File: config.mk
export PLATFORM = sky130hd
export DESIGN_NAME = ifetch_top
export DESIGN_NICKNAME = d
export VERILOG_FILES = /design/src/cpu_types_pkg.sv /design/src/ifetch_ctrl_pkg.sv /design/src/datapath_cache_if.sv /design/src/caches_if.sv /design/src/icache.sv /design/src/fetch_unit.sv /design/src/ifetch_top.sv
export SDC_FILE = /design/constraint.sdc
export NUM_CORES = 2
export LEC_CHECK = 0
export BUFFER_PORTS_ARGS = -buffer_cell sky130_fd_sc_hd__buf_2
export CORE_ASPECT_RATIO = 1.5
export CORE_UTILIZATION = 67
export DETAILED_ROUTE_END_ITERATION = 16
export GPL_ROUTABILITY_DRIVEN = 0
export PLACE_DENSITY = 0.85
export SYNTH_ARGS = -nofsm -noshare
export SYNTH_HDL_FRONTEND = slang
export SYNTH_SLANG_ARGS = --single-unit
File: constraint.sdc
create_clock -name CLK -period 17.3 [get_ports CLK]
set_clock_uncertainty 0.15 [all_clocks]
set_input_delay 1.73 -clock CLK [delete_from_list [all_inputs] [get_ports CLK]]
set_output_delay 1.73 -clock CLK [all_outputs]
set_load 0.02 [all_outputs]
File: src/cpu_types_pkg.sv
// shared word and address types plus instruction-address field widths
`default_nettype none

package cpu_types_pkg;

  // machine word width
  localparam int WORD_W = 32;

  // byte address width
  localparam int ADDR_W = 32;

  // instruction address layout, msb to lsb
  //   [ tag | index | block offset | byte offset ]
  // tag and index widths depend on cache size
  // so they are worked out inside the cache

  // byte offset inside a word
  // four bytes per word, fetch always word aligned
  localparam int IBYT_W = 2;

  // word offset inside a block
  // one-word blocks, so the field is empty
  localparam int IBLK_W = 0;

  // everything below the index field
  localparam int IOFF_W = IBLK_W + IBYT_W;

  // one instruction or data word
  typedef logic [WORD_W-1:0] word_t;

  // one byte address
  typedef logic [ADDR_W-1:0] addr_t;

endpackage

`default_nettype wire

File: src/ifetch_ctrl_pkg.sv
// control encodings for the refill controller and the fetch stage
`default_nettype none

package ifetch_ctrl_pkg;

  // refill controller states
  // idle looks up, request waits on memory, load writes the frame
  typedef enum logic [1:0] {
    IDLE    = 2'd0,
    REQUEST = 2'd1,
    LOAD    = 2'd2
  } icache_state_e;

  // per-cycle fetch stage action
  typedef enum logic [1:0] {
    FETCH_HOLD     = 2'd0,
    FETCH_NEXT     = 2'd1,
    FETCH_REDIRECT = 2'd2
  } fetch_op_e;

endpackage

`default_nettype wire

File: src/datapath_cache_if.sv
// fetch stage to instruction cache signals
`timescale 1ns/1ps
`default_nettype none

interface datapath_cache_if;
  import cpu_types_pkg::*;

  // fetch request, level while the pc is valid
  logic  imemREN;
  addr_t imemaddr;

  // cache answer, combinational from the address
  logic  ihit;
  word_t imemload;

  // fetch stage side
  modport datapath (
    output imemREN, imemaddr,
    input  ihit, imemload
  );

  // cache side
  modport cache (
    input  imemREN, imemaddr,
    output ihit, imemload
  );

endinterface

`default_nettype wire

File: src/caches_if.sv
// instruction cache to memory refill signals
`timescale 1ns/1ps
`default_nettype none

interface caches_if;
  import cpu_types_pkg::*;

  // read level, address held steady while high
  logic  iREN;
  addr_t iaddr;

  // memory reply, word good in the cycle iwait drops
  word_t iload;
  logic  iwait;

  // cache side
  modport cache (
    output iREN, iaddr,
    input  iload, iwait
  );

  // memory side
  modport mem (
    input  iREN, iaddr,
    output iload, iwait
  );

endinterface

`default_nettype wire

File: src/icache.sv
// direct-mapped instruction cache with one-word frames and a refill controller
`timescale 1ns/1ps
`default_nettype none

module icache #(
  parameter int unsigned NUM_BLOCKS = 16
) (
  input  logic            CLK,
  input  logic            nRST,
  datapath_cache_if.cache dcif,
  caches_if.cache         cif
);
  import cpu_types_pkg::*;
  import ifetch_ctrl_pkg::*;

  // index and tag widths follow from the block count
  localparam int IDX_W = $clog2(NUM_BLOCKS);
  localparam int TAG_W = ADDR_W - IDX_W - IOFF_W;

  // one cache line
  typedef struct packed {
    logic             valid;
    logic [TAG_W-1:0] tag;
    word_t            data;
  } frame_t;

  // frame storage
  frame_t frames [NUM_BLOCKS];

  // lookup side fields
  logic [IDX_W-1:0] rd_idx;
  logic [TAG_W-1:0] rd_tag;
  frame_t           rd_frame;
  logic             tag_match;

  // refill side
  icache_state_e    state_q;
  icache_state_e    state_d;
  addr_t            miss_addr_q;
  word_t            fill_q;
  logic [IDX_W-1:0] fill_idx;
  logic [TAG_W-1:0] fill_tag;
  logic             latch_miss;
  logic             capture;
  logic             wen;

  // split the fetch address, byte offset ignored
  assign rd_idx = dcif.imemaddr[IOFF_W +: IDX_W];
  assign rd_tag = dcif.imemaddr[ADDR_W-1 -: TAG_W];

  // same split for the address under refill
  assign fill_idx = miss_addr_q[IOFF_W +: IDX_W];
  assign fill_tag = miss_addr_q[ADDR_W-1 -: TAG_W];

  // frame read and compare
  assign rd_frame  = frames[rd_idx];
  assign tag_match = rd_frame.valid && (rd_frame.tag == rd_tag);

  // hit only counts while a fetch is asked for
  assign dcif.ihit     = dcif.imemREN && tag_match;
  assign dcif.imemload = rd_frame.data;

  // new miss only starts from idle
  assign latch_miss = (state_q == IDLE) && dcif.imemREN && !tag_match;

  // word arrives the cycle wait drops
  assign capture = (state_q == REQUEST) && !cif.iwait;

  // frame write happens in load
  assign wen = (state_q == LOAD);

  // memory side, latched address stays put for the whole request
  assign cif.iREN  = (state_q == REQUEST);
  assign cif.iaddr = miss_addr_q;

  // controller next state
  always_comb begin
    state_d = state_q;
    case (state_q)
      IDLE: begin
        if (latch_miss) begin
          state_d = REQUEST;
        end
      end
      REQUEST: begin
        // stay while memory holds wait
        if (capture) begin
          state_d = LOAD;
        end
      end
      LOAD: begin
        state_d = IDLE;
      end
      default: begin
        state_d = IDLE;
      end
    endcase
  end

  // controller state
  always_ff @(posedge CLK or negedge nRST) begin
    if (!nRST) begin
      state_q <= IDLE;
    end else begin
      state_q <= state_d;
    end
  end

  // miss address and fill word
  always_ff @(posedge CLK) begin
    if (latch_miss) begin
      miss_addr_q <= dcif.imemaddr;
    end
    if (capture) begin
      fill_q <= cif.iload;
    end
  end

  // frames, all invalid after reset
  // a conflicting tag is simply overwritten
  always_ff @(posedge CLK or negedge nRST) begin
    if (!nRST) begin
      for (int i = 0; i < NUM_BLOCKS; i++) begin
        frames[i] <= '0;
      end
    end else if (wen) begin
      frames[fill_idx].valid <= 1'b1;
      frames[fill_idx].tag   <= fill_tag;
      frames[fill_idx].data  <= fill_q;
    end
  end

endmodule

`default_nettype wire

File: src/fetch_unit.sv
// fetch stage with program counter, redirect and stall control and the decode latch
`timescale 1ns/1ps
`default_nettype none

module fetch_unit #(
  parameter cpu_types_pkg::addr_t RESET_PC = '0
) (
  input  logic                  CLK,
  input  logic                  nRST,
  datapath_cache_if.datapath    dcif,
  input  logic                  stall,
  input  logic                  redirect,
  input  cpu_types_pkg::addr_t  redirect_pc,
  output cpu_types_pkg::word_t  instr,
  output cpu_types_pkg::addr_t  instr_pc,
  output logic                  instr_valid
);
  import cpu_types_pkg::*;
  import ifetch_ctrl_pkg::*;

  // one word per fetch
  localparam addr_t PC_STEP = addr_t'(1) << IBYT_W;

  addr_t     pc_q;
  logic      ren_q;
  fetch_op_e op;

  // fetch/decode latch
  word_t instr_q;
  addr_t instr_pc_q;
  logic  valid_q;

  // fetch request rises the cycle after reset lets go
  assign dcif.imemREN  = ren_q;
  assign dcif.imemaddr = pc_q;

  // redirect first, then a hit that decode can take
  always_comb begin
    if (redirect) begin
      op = FETCH_REDIRECT;
    end else if (dcif.ihit && !stall) begin
      op = FETCH_NEXT;
    end else begin
      op = FETCH_HOLD;
    end
  end

  // fetch enable
  always_ff @(posedge CLK or negedge nRST) begin
    if (!nRST) begin
      ren_q <= 1'b0;
    end else begin
      ren_q <= 1'b1;
    end
  end

  // pc and latch valid bit
  always_ff @(posedge CLK or negedge nRST) begin
    if (!nRST) begin
      pc_q    <= RESET_PC;
      valid_q <= 1'b0;
    end else begin
      case (op)
        FETCH_REDIRECT: begin
          // flush whatever sits in the latch
          pc_q    <= redirect_pc;
          valid_q <= 1'b0;
        end
        FETCH_NEXT: begin
          pc_q    <= pc_q + PC_STEP;
          valid_q <= 1'b1;
        end
        default: begin
          // pc holds, stall keeps the latch as is
          if (!stall) begin
            valid_q <= 1'b0;
          end
        end
      endcase
    end
  end

  // latch payload, only loads on a taken hit
  always_ff @(posedge CLK) begin
    if (op == FETCH_NEXT) begin
      instr_q    <= dcif.imemload;
      instr_pc_q <= pc_q;
    end
  end

  assign instr       = instr_q;
  assign instr_pc    = instr_pc_q;
  assign instr_valid = valid_q;

endmodule

`default_nettype wire

File: src/ifetch_top.sv
// instruction fetch subsystem top with fetch stage, cache and memory ports
`timescale 1ns/1ps
`default_nettype none

module ifetch_top #(
  parameter int unsigned          NUM_BLOCKS = 16,
  parameter cpu_types_pkg::addr_t RESET_PC   = '0
) (
  input  logic                  CLK,
  input  logic                  nRST,

  // decode side
  input  logic                  stall,
  input  logic                  redirect,
  input  cpu_types_pkg::addr_t  redirect_pc,
  output cpu_types_pkg::word_t  instr,
  output cpu_types_pkg::addr_t  instr_pc,
  output logic                  instr_valid,

  // memory side, level protocol
  output logic                  mem_ren,
  output cpu_types_pkg::addr_t  mem_addr,
  input  cpu_types_pkg::word_t  mem_rdata,
  input  logic                  mem_wait
);

  // stage links
  datapath_cache_if dcif ();
  caches_if         cif ();

  // program counter and decode latch
  fetch_unit #(
    .RESET_PC (RESET_PC)
  ) u_fetch_unit (
    .CLK         (CLK),
    .nRST        (nRST),
    .dcif        (dcif.datapath),
    .stall       (stall),
    .redirect    (redirect),
    .redirect_pc (redirect_pc),
    .instr       (instr),
    .instr_pc    (instr_pc),
    .instr_valid (instr_valid)
  );

  // cache and refill
  icache #(
    .NUM_BLOCKS (NUM_BLOCKS)
  ) u_icache (
    .CLK  (CLK),
    .nRST (nRST),
    .dcif (dcif.cache),
    .cif  (cif.cache)
  );

  // memory interface out to plain ports
  assign mem_ren   = cif.iREN;
  assign mem_addr  = cif.iaddr;
  assign cif.iload = mem_rdata;
  assign cif.iwait = mem_wait;

endmodule

`default_nettype wire

==> run_results.csv <==
group,metric,value,unit
cells_and_area,design.final.nets,3231,
sta,whs,0.322,ns
synth,synthesized_area_per_cell,15.8,µm²
cells_and_area,drive_gt1_share,49.2,%
clock_network,postCtsSetupRepairBufs,0,
floorplanning,boundaryPins,167,
synth,synth_async_sr_flop_share,88.4,%
drt,route.final.wire_length,124000,µm
cells_and_area,antenna_cells,0,
sta,max_slew_margin,20.4,%
outcome,outcome,"finished, final reports clean",
drt,route.vias.total,28900,
worst_hold_path,hold_path_class,"reg2reg",
critical_path,data_arrival_critical_path,7.14,ns
grt,first_global_vias,31400,
critical_path,crit_path_frequent_cell,"sky130_fd_sc_hd__buf_4",
drt,ratio_of_routed_vias_to_standard_cells,6.93,
critical_path,worst_setup_path_end_kind,"flop",
synth,dominantRegCellSynth,"sky130_fd_sc_hd__dfrtp_1",
clock_network,cts_resized,0,
power,irDropWorstVdd,0.123,mV
clock_network,clock-root-buffer,"sky130_fd_sc_hd__clkbuf_16",
floorplanning,initial_utilization,67.8,%
critical_path,timing_worst_setup_path_type,"reg2reg",
clock_network,cts_buffers,99,
place,dp_slack,10.50,ns
synth,syn_inst,3108,
drt,detail_route.drc_violations,0,
sta,report.final.slew_viol_count,0,
sta,setup_viol,0,
sta,fin_crit,7.00,ns
run,cap_viol_max_count,0,
synth,mappedNetlistArea,49100,µm²
sta,final_critical_path_setup_slack,10.30,ns
grt,overflow,0,
clock_network,cts-htree-levels,3,
cells_and_area,mostFrequentLayoutCells,"sky130_fd_sc_hd__dfrtp_1 (976), sky130_fd_sc_hd__mux2_2 (948), sky130_fd_sc_hd__mux4_2 (236)",
floorplanning,die_height,334,µm
drt,drt-wirelength-per-cell,29.8,µm
synth,ys.warnings.count,0,
critical_path,crit_path_top_delay_cell,"sky130_fd_sc_hd__dfrtp_4",
grt,number_of_antenna_violations_at_the_first_check_in_global_routing,0,
clock_network,clkLatencyLatePin,0.68,ns
power,total_leakage_power,24.9,nW
place,place.port_buffers,166,
clock_network,clk_pin_slew_worst_paths,0.06,ns
floorplanning,die_area,74500,µm²
grt,grt_start_max_net_pins,192,
sta,clock.fmax,143,MHz
sta,tightest_slew,1.19,ns
grt,wire_length_of_the_first_global_routing_pass,191000,µm
clock_network,cts-root-to-sink-buffers,3,
synth,netlist-cell-type-count,65,
critical_path,path_max_fanout,51,
cells_and_area,area.growth.synth_to_final,9.77,%
floorplanning,placeableCoreArea,72500,µm²
sta,rsz0062_at_grt,"no",
floorplanning,floorplan.rows,121,
critical_path,crit_chain,"buf_4, buf_4, mux4_2, mux2i_1, xnor2_1, o21ai_1, nand2_1, or4_1, nor4b_1, nand4b_1, nor2_4, buf_4",
clock_network,numClockSinks,1108,
drt,detailedRoute.firstPassIterationCount,5,
critical_path,critical_path.max_stage_delay,1.00,ns
drt,detail_route.iter0.violations,2607,
grt,grt_util_all_layers,34.5,%
cells_and_area,final_core_util,74.4,%
power,power.density_cell_area,144,nW/µm²
critical_path,crit_path_start_kind,"flop",
synth,synth_seq_cells,1108,
sta,final_clock_period_utilization_by_the_worst_path,40.4,%
cells_and_area,finalInstanceArea,53900,µm²
synth,syn-num-nets,3178,
place,postPlaceCellArea,50600,µm²
synth,synth_seq_area_share,57.7,%
sta,totalNegativeSetupSlack,0,ns
sta,hold_viol_final,0,
cells_and_area,most_frequent_standard_cell_in_the_layout_excluding_fill_and_tap_cells,"sky130_fd_sc_hd__dfrtp_1",
drt,detail-route-antenna-nets,0,
clock_network,post_cts_hold_buffer_count,0,
synth,synth_edf_count,128,
place,placed_wire_length_estimate,72300,µm
critical_path,worst_ep_required_time,17.44,ns
clock_network,cts_tree,"yes",
floorplanning,die_w,223,µm
[critical path, delay by kind of cell (launching register included)]
kind            cells  cell delay, ns
simple gates        5            2.22
buf+inv             3            2.07
flops               1            1.00
mux                 2            0.60
compound gates      1            0.26
xor+xnor            1            0.18
[per-stage QoR]
stage | instances | total power (W)
4_1_cts | 4168 | 0.00777
3_3_place_gp | 3982 | 0.00532
2_1_floorplan | 3108 | 0.00496
5_1_grt | 4168 | 0.00806
6_report | 4168 | 0.00776
3_5_place_dp | 3982 | 0.00550
[power breakdown]
| part | switching (W) | total, W | leakage (nW) | internal, W |
|---|---|---|---|---|
| Sequential | 0.000501 | 0.00390 | 14.3 | 0.00340 |
| Clock | 0.000986 | 0.00227 | 1.66 | 0.00128 |
| Combinational | 0.000630 | 0.00160 | 8.95 | 0.000969 |
| Total | 0.00212 | 0.00776 | 24.9 | 0.00565 |
[registers in the layout, indices dropped and copies added (netlist names)]
register and count:
u_fetch_unit.instr 32, u_icache.frames 944, u_icache.cif.iaddr 32, u_fetch_unit.dcif.imemREN 1
u_icache.fill_q 32, u_fetch_unit.dcif.imemaddr 32, u_icache.state_q 2, u_fetch_unit.instr_pc 32
u_fetch_unit.instr_valid 1
[Yosys cell counts, drive strengths merged, types with 5 or more instances]
| cell | number | area, µm² |
|---|---|---|
| a211oi | 6 | 45.0 |
| a21oi | 16 | 80.1 |
| a22o | 6 | 52.6 |
| a22oi | 25 | 188 |
| a31oi | 30 | 188 |
| and2 | 5 | 31.3 |
| and3 | 8 | 50.1 |
| buf | 115 | 547 |
| clkbuf | 147 | 552 |
| dfrtp | 980 | 24500 |
| edfxtp | 128 | 3840 |
| inv | 19 | 71.3 |
| mux2 | 948 | 10700 |
| mux2i | 89 | 891 |
| mux4 | 236 | 5320 |
| nand2 | 58 | 218 |
| nand2b | 16 | 100 |
| nand3 | 28 | 140 |
| nand4 | 9 | 56.3 |
| nor2 | 44 | 165 |
| nor2b | 16 | 100 |
| nor3 | 5 | 25.0 |
| nor4 | 6 | 37.5 |
| o2111ai | 5 | 43.8 |
| o211ai | 9 | 67.6 |
| o21ai | 23 | 115 |
| o22ai | 12 | 75.1 |
| o31ai | 5 | 37.5 |
| or2 | 8 | 50.1 |
| or3 | 20 | 125 |
| or4 | 13 | 97.6 |
| xnor2 | 17 | 149 |
| xor2 | 9 | 78.8 |
[logic make-up after synthesis]
family | after synthesis | share of synthesized area [%]
compound gates | 168 | 2.37
xor+xnor | 26 | 0.463
fa+ha+maj | 1 | 0.0255
buf+inv | 282 | 2.39
flops | 1108 | 57.7
mux | 1273 | 34.4
other cells | 1 | 0.00763
simple gates | 249 | 2.67
[area by class of cell]
class / count / area [µm²]
fillers: 4162 / 18600
well taps: 922 / 1150
flip-flops and latches: 1108 / 28400
repair buffers: 214 / 1240
inverters: 20 / 76.3
multi-input cells: 1718 / 19700
clock inverters: 51 / 502
clock buffers: 135 / 2860
[routing by layer]
| metal | vias up | GRT usage, % | share of wire, % |
|---|---|---|---|
| met3 | 350 | 5.37 | 6.3 |
| met5 | - | 0 | 0 |
| li1 | 11700 | - | - |
| met1 | 15500 | 44.1 | 38 |
| met2 | 1295 | 56.7 | 50 |
| met4 | 0 | 19.4 | 5.6 |
[path summary, 6_finish.rpt]
check	cells past startpoint	startpoint	slack, ns	to
setup / recovery	12	u_fetch_unit.dcif.imemaddr[4]$_DFFE_PN0P_	10.30	u_fetch_unit.instr_pc[2]$_DFFE_PN_
min in group asynchronous	1	nRST	0.97	u_icache.frames[343]$_DFFE_PN0P_
hold / removal	1	u_icache.frames[235]$_DFFE_PN0P_	0.32	u_icache.frames[235]$_DFFE_PN0P_
hold reg to reg	1	u_icache.frames[235]$_DFFE_PN0P_	0.32	u_icache.frames[235]$_DFFE_PN0P_
setup reg to reg	12	u_fetch_unit.dcif.imemaddr[4]$_DFFE_PN0P_	10.30	u_fetch_unit.instr_pc[2]$_DFFE_PN_
max in group asynchronous	4	nRST	12.54	u_icache.frames[332]$_DFFE_PN0P_
(Power assumes the default switching activity.)
